--- config.mk ---
export PLATFORM = sky130hd
export DESIGN_NAME = id_stage
export DESIGN_NICKNAME = d
export VERILOG_FILES = /design/src/rtl/id_pkg.sv /design/src/rtl/id_ctrl_if.sv /design/src/rtl/inst_field_decoder.sv /design/src/rtl/ctrl_gen.sv /design/src/rtl/imm_gen.sv /design/src/rtl/id_stage_reg.sv /design/src/rtl/id_stage.sv
export SDC_FILE = /design/constraint.sdc
export NUM_CORES = 1
export LEC_CHECK = 0
export BUFFER_PORTS_ARGS = -buffer_cell sky130_fd_sc_hd__buf_2
export CORE_ASPECT_RATIO = 1.1
export CORE_MARGIN = 3
export CORE_UTILIZATION = 45
export DETAILED_ROUTE_END_ITERATION = 12
export PLACE_DENSITY = 0.76
export SLEW_MARGIN = 25
export SYNTH_ARGS = -nofsm -noshare
export SYNTH_HDL_FRONTEND = slang
export SYNTH_HIERARCHICAL = 1
export SYNTH_SLANG_ARGS = --single-unit
--- constraint.sdc ---
create_clock -name clk -period 3.45 [get_ports clk]
set_input_delay 0.5175 -clock clk [delete_from_list [all_inputs] [get_ports clk]]
set_output_delay 0.5175 -clock clk [all_outputs]
set_load 0.005 [all_outputs]
--- src/rtl/id_pkg.sv ---
package id_pkg;

    localparam int xlen      = 32;
    localparam int reg_idx_w = 5;

    // bl writes its return address here
    localparam logic [reg_idx_w-1:0] link_reg = 5'd1;

    typedef enum logic [5:0] {
        INST_ILLEGAL,
        INST_ADD, INST_SUB, INST_SLT, INST_SLTU,
        INST_AND, INST_OR, INST_NOR, INST_XOR,
        INST_SLL, INST_SRL, INST_SRA,
        INST_ADDI, INST_SLTI, INST_SLTUI,
        INST_ANDI, INST_ORI, INST_XORI,
        INST_SLLI, INST_SRLI, INST_SRAI,
        INST_LU12I, INST_PCADDU12I,
        INST_B, INST_BL, INST_JIRL,
        INST_BEQ, INST_BNE, INST_BLT, INST_BGE, INST_BLTU, INST_BGEU,
        INST_LD_B, INST_LD_H, INST_LD_W, INST_LD_BU, INST_LD_HU,
        INST_ST_B, INST_ST_H, INST_ST_W,
        INST_SYSCALL, INST_BREAK
    } inst_kind_e;

    typedef enum logic [3:0] {
        ALU_ADD, ALU_SUB, ALU_SLT, ALU_SLTU,
        ALU_AND, ALU_OR, ALU_NOR, ALU_XOR,
        ALU_SLL, ALU_SRL, ALU_SRA,
        ALU_LUI
    } alu_op_e;

    typedef enum logic [3:0] {
        BR_NONE, BR_JIRL, BR_JUMP,
        BR_BEQ, BR_BNE, BR_BLT, BR_BGE, BR_BLTU, BR_BGEU
    } branch_op_e;

    typedef enum logic [1:0] {
        MEM_BYTE, MEM_HALF, MEM_WORD
    } mem_size_e;

    typedef enum logic [1:0] {
        SRC_REG, SRC_IMM, SRC_PC
    } src_sel_e;

    typedef enum logic [2:0] {
        IMM_NONE, IMM_SI12, IMM_UI12, IMM_UI5, IMM_SI16, IMM_SI26, IMM_HI20
    } imm_fmt_e;

    typedef enum logic [1:0] {
        EXCP_NONE, EXCP_SYSCALL, EXCP_BREAK, EXCP_INE
    } excp_code_e;

endpackage

--- src/rtl/id_ctrl_if.sv ---
`timescale 1ns/1ps

interface id_ctrl_if;
    import id_pkg::*;

    alu_op_e               alu_op;
    branch_op_e            branch_op;
    logic                  mem_en;
    logic                  mem_store;
    mem_size_e             mem_size;
    logic                  mem_unsigned;
    src_sel_e              src1_sel;
    src_sel_e              src2_sel;
    logic                  wreg_en;
    logic [reg_idx_w-1:0]  wreg_index;
    excp_code_e            excp_code;
    logic [xlen-1:0]       imm;

    modport ctrl_src (output alu_op, branch_op, mem_en, mem_store, mem_size, mem_unsigned,
                      src1_sel, src2_sel, wreg_en, wreg_index, excp_code);
    modport imm_src (output imm);
    modport sink (input alu_op, branch_op, mem_en, mem_store, mem_size, mem_unsigned,
                  src1_sel, src2_sel, wreg_en, wreg_index, excp_code, imm);
endinterface

--- src/rtl/inst_field_decoder.sv ---
`timescale 1ns/1ps

module inst_field_decoder (
    input  logic [id_pkg::xlen-1:0] inst,
    output id_pkg::inst_kind_e      kind
);
    import id_pkg::*;

    logic [5:0] op_31_26;
    logic [3:0] op_25_22;
    logic [1:0] op_21_20;
    logic [4:0] op_19_15;
    logic       guard_25;

    assign op_31_26 = inst[31:26];
    assign op_25_22 = inst[25:22];
    assign op_21_20 = inst[21:20];
    assign op_19_15 = inst[19:15];
    // lu12i and pcaddu12i need bit 25 clear
    assign guard_25 = inst[25];

    always_comb begin
        kind = INST_ILLEGAL;
        case (op_31_26)
            6'h00: begin
                case (op_25_22)
                    4'h0: begin
                        // three-register ops
                        if (op_21_20 == 2'h1) begin
                            case (op_19_15)
                                5'h00: kind = INST_ADD;
                                5'h02: kind = INST_SUB;
                                5'h04: kind = INST_SLT;
                                5'h05: kind = INST_SLTU;
                                5'h08: kind = INST_NOR;
                                5'h09: kind = INST_AND;
                                5'h0a: kind = INST_OR;
                                5'h0b: kind = INST_XOR;
                                5'h0e: kind = INST_SLL;
                                5'h0f: kind = INST_SRL;
                                5'h10: kind = INST_SRA;
                                default: kind = INST_ILLEGAL;
                            endcase
                        end else if (op_21_20 == 2'h2) begin
                            case (op_19_15)
                                5'h14: kind = INST_BREAK;
                                5'h16: kind = INST_SYSCALL;
                                default: kind = INST_ILLEGAL;
                            endcase
                        end
                    end
                    4'h1: begin
                        // shifts by ui5
                        if (op_21_20 == 2'h0) begin
                            case (op_19_15)
                                5'h01: kind = INST_SLLI;
                                5'h09: kind = INST_SRLI;
                                5'h11: kind = INST_SRAI;
                                default: kind = INST_ILLEGAL;
                            endcase
                        end
                    end
                    4'h8: kind = INST_SLTI;
                    4'h9: kind = INST_SLTUI;
                    4'ha: kind = INST_ADDI;
                    4'hd: kind = INST_ANDI;
                    4'he: kind = INST_ORI;
                    4'hf: kind = INST_XORI;
                    default: kind = INST_ILLEGAL;
                endcase
            end
            6'h05: begin
                if (!guard_25) begin
                    kind = INST_LU12I;
                end
            end
            6'h07: begin
                if (!guard_25) begin
                    kind = INST_PCADDU12I;
                end
            end
            6'h0a: begin
                // loads and stores, 25:22 picks size and direction
                case (op_25_22)
                    4'h0: kind = INST_LD_B;
                    4'h1: kind = INST_LD_H;
                    4'h2: kind = INST_LD_W;
                    4'h4: kind = INST_ST_B;
                    4'h5: kind = INST_ST_H;
                    4'h6: kind = INST_ST_W;
                    4'h8: kind = INST_LD_BU;
                    4'h9: kind = INST_LD_HU;
                    default: kind = INST_ILLEGAL;
                endcase
            end
            6'h13: kind = INST_JIRL;
            6'h14: kind = INST_B;
            6'h15: kind = INST_BL;
            6'h16: kind = INST_BEQ;
            6'h17: kind = INST_BNE;
            6'h18: kind = INST_BLT;
            6'h19: kind = INST_BGE;
            6'h1a: kind = INST_BLTU;
            6'h1b: kind = INST_BGEU;
            default: kind = INST_ILLEGAL;
        endcase
    end

endmodule

--- src/rtl/ctrl_gen.sv ---
`timescale 1ns/1ps

module ctrl_gen (
    input  id_pkg::inst_kind_e       kind,
    input  logic [id_pkg::xlen-1:0] inst,
    id_ctrl_if.ctrl_src              ctrl,
    output id_pkg::imm_fmt_e         imm_fmt,
    output logic                     reg2_from_rd
);
    import id_pkg::*;

    logic pc_src;
    logic no_write;

    // address, link and pc-relative math all go through add
    always_comb begin
        case (kind)
            INST_SUB:              ctrl.alu_op = ALU_SUB;
            INST_SLT, INST_SLTI:   ctrl.alu_op = ALU_SLT;
            INST_SLTU, INST_SLTUI: ctrl.alu_op = ALU_SLTU;
            INST_AND, INST_ANDI:   ctrl.alu_op = ALU_AND;
            INST_OR, INST_ORI:     ctrl.alu_op = ALU_OR;
            INST_NOR:              ctrl.alu_op = ALU_NOR;
            INST_XOR, INST_XORI:   ctrl.alu_op = ALU_XOR;
            INST_SLL, INST_SLLI:   ctrl.alu_op = ALU_SLL;
            INST_SRL, INST_SRLI:   ctrl.alu_op = ALU_SRL;
            INST_SRA, INST_SRAI:   ctrl.alu_op = ALU_SRA;
            INST_LU12I:            ctrl.alu_op = ALU_LUI;
            default:               ctrl.alu_op = ALU_ADD;
        endcase
    end

    always_comb begin
        case (kind)
            INST_JIRL:       ctrl.branch_op = BR_JIRL;
            INST_B, INST_BL: ctrl.branch_op = BR_JUMP;
            INST_BEQ:        ctrl.branch_op = BR_BEQ;
            INST_BNE:        ctrl.branch_op = BR_BNE;
            INST_BLT:        ctrl.branch_op = BR_BLT;
            INST_BGE:        ctrl.branch_op = BR_BGE;
            INST_BLTU:       ctrl.branch_op = BR_BLTU;
            INST_BGEU:       ctrl.branch_op = BR_BGEU;
            default:         ctrl.branch_op = BR_NONE;
        endcase
    end

    assign ctrl.mem_en = kind inside {INST_LD_B, INST_LD_H, INST_LD_W, INST_LD_BU, INST_LD_HU,
                                      INST_ST_B, INST_ST_H, INST_ST_W};
    assign ctrl.mem_store    = kind inside {INST_ST_B, INST_ST_H, INST_ST_W};
    assign ctrl.mem_unsigned = kind inside {INST_LD_BU, INST_LD_HU};

    always_comb begin
        case (kind)
            INST_LD_H, INST_LD_HU, INST_ST_H: ctrl.mem_size = MEM_HALF;
            INST_LD_W, INST_ST_W:             ctrl.mem_size = MEM_WORD;
            default:                          ctrl.mem_size = MEM_BYTE;
        endcase
    end

    always_comb begin
        case (kind)
            INST_ADDI, INST_SLTI, INST_SLTUI,
            INST_LD_B, INST_LD_H, INST_LD_W, INST_LD_BU, INST_LD_HU,
            INST_ST_B, INST_ST_H, INST_ST_W:            imm_fmt = IMM_SI12;
            INST_ANDI, INST_ORI, INST_XORI:             imm_fmt = IMM_UI12;
            INST_SLLI, INST_SRLI, INST_SRAI:            imm_fmt = IMM_UI5;
            INST_JIRL, INST_BEQ, INST_BNE, INST_BLT,
            INST_BGE, INST_BLTU, INST_BGEU:             imm_fmt = IMM_SI16;
            INST_B, INST_BL:                            imm_fmt = IMM_SI26;
            INST_LU12I, INST_PCADDU12I:                 imm_fmt = IMM_HI20;
            default:                                    imm_fmt = IMM_NONE;
        endcase
    end

    // jirl targets rj plus offset, so its first source stays the register
    assign pc_src = kind inside {INST_B, INST_BL, INST_BEQ, INST_BNE, INST_BLT, INST_BGE,
                                 INST_BLTU, INST_BGEU, INST_PCADDU12I};
    assign ctrl.src1_sel = pc_src ? SRC_PC : SRC_REG;
    assign ctrl.src2_sel = (imm_fmt != IMM_NONE) ? SRC_IMM : SRC_REG;

    // stores and compares read rd as second operand
    assign reg2_from_rd = kind inside {INST_ST_B, INST_ST_H, INST_ST_W, INST_BEQ, INST_BNE,
                                       INST_BLT, INST_BGE, INST_BLTU, INST_BGEU};

    assign no_write = reg2_from_rd
                    | (kind inside {INST_B, INST_SYSCALL, INST_BREAK, INST_ILLEGAL});
    assign ctrl.wreg_en    = !no_write;
    assign ctrl.wreg_index = (kind == INST_BL) ? link_reg : inst[reg_idx_w-1:0];

    always_comb begin
        case (kind)
            INST_SYSCALL: ctrl.excp_code = EXCP_SYSCALL;
            INST_BREAK:   ctrl.excp_code = EXCP_BREAK;
            INST_ILLEGAL: ctrl.excp_code = EXCP_INE;
            default:      ctrl.excp_code = EXCP_NONE;
        endcase
    end

endmodule

--- src/rtl/imm_gen.sv ---
`timescale 1ns/1ps

module imm_gen (
    input  logic [id_pkg::xlen-1:0] inst,
    input  id_pkg::imm_fmt_e         imm_fmt,
    id_ctrl_if.imm_src               ctrl
);
    import id_pkg::*;

    logic [11:0] i12;
    logic [4:0]  i5;
    logic [15:0] i16;
    logic [25:0] i26;
    logic [19:0] i20;

    assign i12 = inst[21:10];
    assign i5  = inst[14:10];
    assign i16 = inst[25:10];
    // low offset bits sit above the high ones in the word
    assign i26 = {inst[9:0], inst[25:10]};
    assign i20 = inst[24:5];

    always_comb begin
        case (imm_fmt)
            IMM_SI12: ctrl.imm = {{20{i12[11]}}, i12};
            IMM_UI12: ctrl.imm = {20'h0, i12};
            IMM_UI5:  ctrl.imm = {27'h0, i5};
            // branch offsets count words
            IMM_SI16: ctrl.imm = {{14{i16[15]}}, i16, 2'b00};
            IMM_SI26: ctrl.imm = {{4{i26[25]}}, i26, 2'b00};
            IMM_HI20: ctrl.imm = {i20, 12'h0};
            default:  ctrl.imm = '0;
        endcase
    end

endmodule

--- src/rtl/id_stage_reg.sv ---
`timescale 1ns/1ps

module id_stage_reg (
    input  logic                          clk,
    input  logic                          arst_n,
    input  logic                          flush,
    input  logic                          if_valid,
    input  logic                          ex_ready,
    input  logic [id_pkg::xlen-1:0]       pc,
    input  logic [id_pkg::xlen-1:0]       inst,
    input  logic [id_pkg::xlen-1:0]       reg_data1,
    input  logic [id_pkg::xlen-1:0]       reg_data2,
    id_ctrl_if.sink                       ctrl,
    output logic                          ex_valid,
    output id_pkg::alu_op_e               ex_alu_op,
    output id_pkg::branch_op_e            ex_branch_op,
    output logic                          ex_mem_en,
    output logic                          ex_mem_store,
    output id_pkg::mem_size_e             ex_mem_size,
    output logic                          ex_mem_unsigned,
    output id_pkg::src_sel_e              ex_src1_sel,
    output id_pkg::src_sel_e              ex_src2_sel,
    output logic                          ex_wreg_en,
    output logic [id_pkg::reg_idx_w-1:0]  ex_wreg_index,
    output id_pkg::excp_code_e            ex_excp_code,
    output logic [id_pkg::xlen-1:0]       ex_imm,
    output logic [id_pkg::xlen-1:0]       ex_pc,
    output logic [id_pkg::xlen-1:0]       ex_inst,
    output logic [id_pkg::xlen-1:0]       ex_src1,
    output logic [id_pkg::xlen-1:0]       ex_src2
);
    import id_pkg::*;

    logic if_fire;

    // fetch side is ready whenever execute is
    assign if_fire = if_valid & ex_ready;

    always_ff @(posedge clk or negedge arst_n) begin
        if (!arst_n) begin
            ex_valid <= 1'b0;
        end else if (flush) begin
            ex_valid <= 1'b0;
        end else if (ex_ready) begin
            // drain and refill in one cycle, no bubble
            ex_valid <= if_valid;
        end
    end

    always_ff @(posedge clk or negedge arst_n) begin
        if (!arst_n) begin
            ex_alu_op       <= ALU_ADD;
            ex_branch_op    <= BR_NONE;
            ex_mem_en       <= 1'b0;
            ex_mem_store    <= 1'b0;
            ex_mem_size     <= MEM_BYTE;
            ex_mem_unsigned <= 1'b0;
            ex_src1_sel     <= SRC_REG;
            ex_src2_sel     <= SRC_REG;
            ex_wreg_en      <= 1'b0;
            ex_wreg_index   <= '0;
            ex_excp_code    <= EXCP_NONE;
            ex_imm          <= '0;
            ex_pc           <= '0;
            ex_inst         <= '0;
            ex_src1         <= '0;
            ex_src2         <= '0;
        end else if (if_fire) begin
            ex_alu_op       <= ctrl.alu_op;
            ex_branch_op    <= ctrl.branch_op;
            ex_mem_en       <= ctrl.mem_en;
            ex_mem_store    <= ctrl.mem_store;
            ex_mem_size     <= ctrl.mem_size;
            ex_mem_unsigned <= ctrl.mem_unsigned;
            ex_src1_sel     <= ctrl.src1_sel;
            ex_src2_sel     <= ctrl.src2_sel;
            ex_wreg_en      <= ctrl.wreg_en;
            ex_wreg_index   <= ctrl.wreg_index;
            ex_excp_code    <= ctrl.excp_code;
            ex_imm          <= ctrl.imm;
            ex_pc           <= pc;
            ex_inst         <= inst;
            ex_src1         <= reg_data1;
            ex_src2         <= reg_data2;
        end
    end

endmodule

--- src/rtl/id_stage.sv ---
`timescale 1ns/1ps

module id_stage (
    input  logic                          clk,
    input  logic                          arst_n,
    input  logic                          flush,
    input  logic                          if_valid,
    output logic                          if_ready,
    input  logic [id_pkg::xlen-1:0]       if_inst,
    input  logic [id_pkg::xlen-1:0]       if_pc,
    output logic [id_pkg::reg_idx_w-1:0]  reg_index1,
    output logic [id_pkg::reg_idx_w-1:0]  reg_index2,
    input  logic [id_pkg::xlen-1:0]       reg_data1,
    input  logic [id_pkg::xlen-1:0]       reg_data2,
    output logic                          ex_valid,
    input  logic                          ex_ready,
    output logic [id_pkg::xlen-1:0]       ex_pc,
    output logic [id_pkg::xlen-1:0]       ex_inst,
    output id_pkg::alu_op_e               ex_alu_op,
    output id_pkg::branch_op_e            ex_branch_op,
    output logic                          ex_mem_en,
    output logic                          ex_mem_store,
    output id_pkg::mem_size_e             ex_mem_size,
    output logic                          ex_mem_unsigned,
    output id_pkg::src_sel_e              ex_src1_sel,
    output id_pkg::src_sel_e              ex_src2_sel,
    output logic                          ex_wreg_en,
    output logic [id_pkg::reg_idx_w-1:0]  ex_wreg_index,
    output logic [id_pkg::xlen-1:0]       ex_src1,
    output logic [id_pkg::xlen-1:0]       ex_src2,
    output logic [id_pkg::xlen-1:0]       ex_imm,
    output id_pkg::excp_code_e            ex_excp_code
);
    import id_pkg::*;

    inst_kind_e kind;
    imm_fmt_e   imm_fmt;
    logic       reg2_from_rd;

    id_ctrl_if ctrl_if ();

    assign if_ready = ex_ready;

    // register file read indices, rj and then rd or rk
    assign reg_index1 = if_inst[9:5];
    assign reg_index2 = reg2_from_rd ? if_inst[4:0] : if_inst[14:10];

    inst_field_decoder u_field_dec (
        .inst (if_inst),
        .kind (kind)
    );

    ctrl_gen u_ctrl_gen (
        .kind         (kind),
        .inst         (if_inst),
        .ctrl         (ctrl_if.ctrl_src),
        .imm_fmt      (imm_fmt),
        .reg2_from_rd (reg2_from_rd)
    );

    imm_gen u_imm_gen (
        .inst    (if_inst),
        .imm_fmt (imm_fmt),
        .ctrl    (ctrl_if.imm_src)
    );

    id_stage_reg u_stage_reg (
        .clk             (clk),
        .arst_n          (arst_n),
        .flush           (flush),
        .if_valid        (if_valid),
        .ex_ready        (ex_ready),
        .pc              (if_pc),
        .inst            (if_inst),
        .reg_data1       (reg_data1),
        .reg_data2       (reg_data2),
        .ctrl            (ctrl_if.sink),
        .ex_valid        (ex_valid),
        .ex_alu_op       (ex_alu_op),
        .ex_branch_op    (ex_branch_op),
        .ex_mem_en       (ex_mem_en),
        .ex_mem_store    (ex_mem_store),
        .ex_mem_size     (ex_mem_size),
        .ex_mem_unsigned (ex_mem_unsigned),
        .ex_src1_sel     (ex_src1_sel),
        .ex_src2_sel     (ex_src2_sel),
        .ex_wreg_en      (ex_wreg_en),
        .ex_wreg_index   (ex_wreg_index),
        .ex_excp_code    (ex_excp_code),
        .ex_imm          (ex_imm),
        .ex_pc           (ex_pc),
        .ex_inst         (ex_inst),
        .ex_src1         (ex_src1),
        .ex_src2         (ex_src2)
    );

endmodule

==> flow_metrics.env <==
export IMPL_grt_pass1_wl_um=39600
export IMPL_period_share_pct=109
export IMPL_relSlewSlack_pct=50.9
export IMPL_start_util_pct=45.9
export IMPL_post_place_ws_ps=-458
export IMPL_ir_worst_vdd_v=0.000335
export IMPL_drive_above_1_share_pct=52.1
export IMPL_min_period_ps=3770
export IMPL_timing_final_hold_violations=0
export IMPL_die_width_um=142
export IMPL_drv_slew=0
export IMPL_syn2layout_area_growth_pct=39.9
export IMPL_grt_start_max_net_pins=96
export IMPL_wirelength_met1_um=10700
export IMPL_vias_per_cell=5.31
export IMPL_wl_met3_um=2070
export IMPL_clock_skew_final_ps=0
export IMPL_intPower_mw=4.02
export IMPL_postRouteAntennaNets=0
export IMPL_max_clock_path_buffers=2
export IMPL_p_sw_mw=1.65
export IMPL_final_common_cell="buf_2"
export IMPL_clkPwrFrac_pct=34.2
export IMPL_status="complete, but fails checks"
export IMPL_die_y_um=155
export IMPL_ys_types=62
export IMPL_wl_per_cell_um=18.6
export IMPL_finalNetCount=1304
export IMPL_drt_total_wl_um=26500
export IMPL_fmax_ghz=0.265
export IMPL_rsz0062_at_grt="yes"
export IMPL_n_antenna_cell=0
export IMPL_clk_insertion_delay_late_ps=430
export IMPL_synthArstFlopShare_pct=100
export IMPL_crit_path_end_kind="output port"
export IMPL_fp_dieArea_um2=22000
export IMPL_port_buffers=329
export IMPL_hold_ws_ps=97.5
export IMPL_ys_flop_type="dfrtp_1"
export IMPL_synth_edf_count=0
export IMPL_grt_ovfl_total=0
export IMPL_clkTransAtPathRegs_ps=70
export IMPL_hp_class="input pin to async pin"
export IMPL_cts_hold_buf=0
export IMPL_violations="negative setup slack"
export IMPL_yosys_area_top_type_share_pct=51.0
export IMPL_critPathRequiredTime_ps=2930
export IMPL_dr_max_layer_used="met4"
export IMPL_synth_seq_cells=186
export IMPL_cts_root_buf="clkbuf_16"
export IMPL_fp_coreArea_um2=19900
export IMPL_dr_wl_met2_um=13100
export IMPL_syn_area_um2=9130
export IMPL_netlist_instances=740
export IMPL_power_leakage_nw=6.36
export IMPL_final_cell_mix="321 x buf_2, 186 x dfrtp_1, 128 x mux2_1, 108 x buf_4, 46 x mux2_2"
export IMPL_cts_made_buffers=17
export IMPL_swShare_pct=29.0
export IMPL_fillers=1514
export IMPL_pwr_share_seq_pct=45.7
export IMPL_crit_chain="buf_2 > nor3_2 > nand2_1 > a221o_1 > buf_4 > buf_4 > o221ai_4 > inv_4 > ha_4 > nor2_4 > a21oi_1 > or2_4 > mux2_4 > buf_6"
export IMPL_finalPower_mw=5.67
export IMPL_finalSetupViolations=6
export IMPL_p_per_area_nw_per_um2=444
export IMPL_grtUsageTotal_pct=22.7
export IMPL_cpMostUsedCell="buf_4"
export IMPL_pwr_share_comb_pct=20.1
export IMPL_hpwl_um=19000
export IMPL_cpMaxStageDelayCell="a221o_1"
export IMPL_gp_congestion=0.932
export IMPL_path_max_fanout=6
export IMPL_critical_path_top_delay_family="simple AND/OR/NAND/NOR gates"
export IMPL_synth_top_area_cell="dfrtp_1"
export IMPL_drtIter0Drc=518
export IMPL_syn_avg_cell_area_um2=12.3
export IMPL_cts_tree="built"
export IMPL_critical_path_class="input pin to output port"
export IMPL_firstDrtPassIters=5
export IMPL_cp_arrival_ps=3250
export IMPL_worstMarginPinSlew_ps=736
export IMPL_vias=7552
export IMPL_rows=54
export IMPL_ys_warn_count=6
export IMPL_htreeDepth=4
export IMPL_drc_errors=0
export IMPL_dpl_cell_area_um2=11600
export IMPL_yosysSeqAreaShare_pct=51.0
export IMPL_cap_violations=0
export IMPL_reg2reg_slack_ps=2600
export IMPL_slowest_delay_ps=380
export IMPL_worst_slack_ps=-321
export IMPL_worstSetupStartpoint="if_inst[29]"
export IMPL_fin_util_pct=64.3
export IMPL_worst_path_buf_inv=5
export IMPL_timing_rr_start="u_stage_reg/ex_imm[26]"
export IMPL_cts_sinks=186
export IMPL_grt_pass1_vias=7439
export IMPL_design_area_um2=12800
export IMPL_antenna_found_initial=0
export IMPL_ios=330
export IMPL_startpoint_type="input pin"
export IMPL_synth_area_leaders="dfrtp_1 51%, mux2_1 17%, mux2_2 6.5%, buf_6 3.0%, nand3_1 2.7%"
-- cell families after synthesis --
family | Yosys count | share of synthesized area [%]
flops | 186 | 51.0
other cells | 1 | 0.0411
simple gates | 193 | 11.4
mux | 193 | 23.8
compound gates | 87 | 6.27
buf+inv | 64 | 5.25
xor+xnor | 3 | 0.494
fa+ha+maj | 13 | 1.78
-- routing by layer --
metal | track usage [%] | up-vias
met3 | 6.73 | 44
met4 | 6.26 | 0
met5 | 0 | -
met2 | 38.0 | 310
li1 | - | 3462
met1 | 28.7 | 3736
-- registers in the layout (all words and copies together), names as in the netlist, 2 cells and up --
signal and flops:
u_stage_reg/ex_excp_code 2, u_stage_reg/ex_alu_op 4, u_stage_reg/ex_pc 32, u_stage_reg/ex_wreg_index 5, u_stage_reg/ex_src2 32, u_stage_reg/ex_src1_sel 2, u_stage_reg/ex_imm 32, u_stage_reg/ex_inst 32
u_stage_reg/ex_mem_size 2, u_stage_reg/ex_src1 32, u_stage_reg/ex_branch_op 4, u_stage_reg/ex_src2_sel 2
-- worst paths after layout --
path                                     endpoint  depth (start not counted)
hold reg to reg             u_stage_reg/ex_pc[16]                          1
setup reg to reg           u_stage_reg/ex_imm[26]                          1
setup / recovery                    reg_index2[3]                         14
min in group clk             u_stage_reg/ex_valid                          2
max in group asynchronous  u_stage_reg/ex_imm[12]                          2
hold / removal             u_stage_reg/ex_src2[7]                          1
-- timing repair --
item                                    CTS  global route
buffers inserted                         12             5
pin swaps                                15            26
endpoints found under the setup margin    5            37
gates resized for setup                  35            60
gates cloned                              0             1
-- power groups by stage --
stage / combinational [mW] / clock (mW) / sequential (mW)
after detailed placement: 1.09 / 0 / 2.63
after CTS: 1.12 / 1.99 / 2.59
after global routing: 1.24 / 2.06 / 2.63
after global placement: 1.07 / 0 / 2.62
final: 1.14 / 1.94 / 2.59
after floorplan: 0.446 / 0 / 2.65
-- synthesized netlist by cell type, types with 6 or more instances --
master      n
buf_2      11
mux2_2     53
clkbuf_1    6
o21ai_0    19
mux2_1    139
nor3_1      7
nand3_1    49
a21oi_1    19
ha_1       13
nor2_1     33
buf_6      24
buf_4      12
nor2b_1    16
nand2b_1   10
a211oi_1    6
o21ai_1     8
dfrtp_1   186
nand2_1    42
inv_1      10
-- final cells by class --
class	instances	area (um2)	share of cell area, %
tap	252	315	2.47
timing repair buffer	451	2760	21.6
clock buffer	17	425	3.33
clock inverter	14	155	1.22
multi-input combinational	492	4390	34.4
inverter	10	67.6	0.529
sequential	186	4650	36.5
-- per-stage QoR --
stage          TNS (ps)  std cells
5_1_grt           -3560       1422
2_1_floorplan     -16.5        741
3_5_place_dp     -13930       1373
4_1_cts           -1070       1416
6_report          -1550       1422
3_3_place_gp     -11030       1373
No activity file was read; power rests on OpenSTA's default activity.
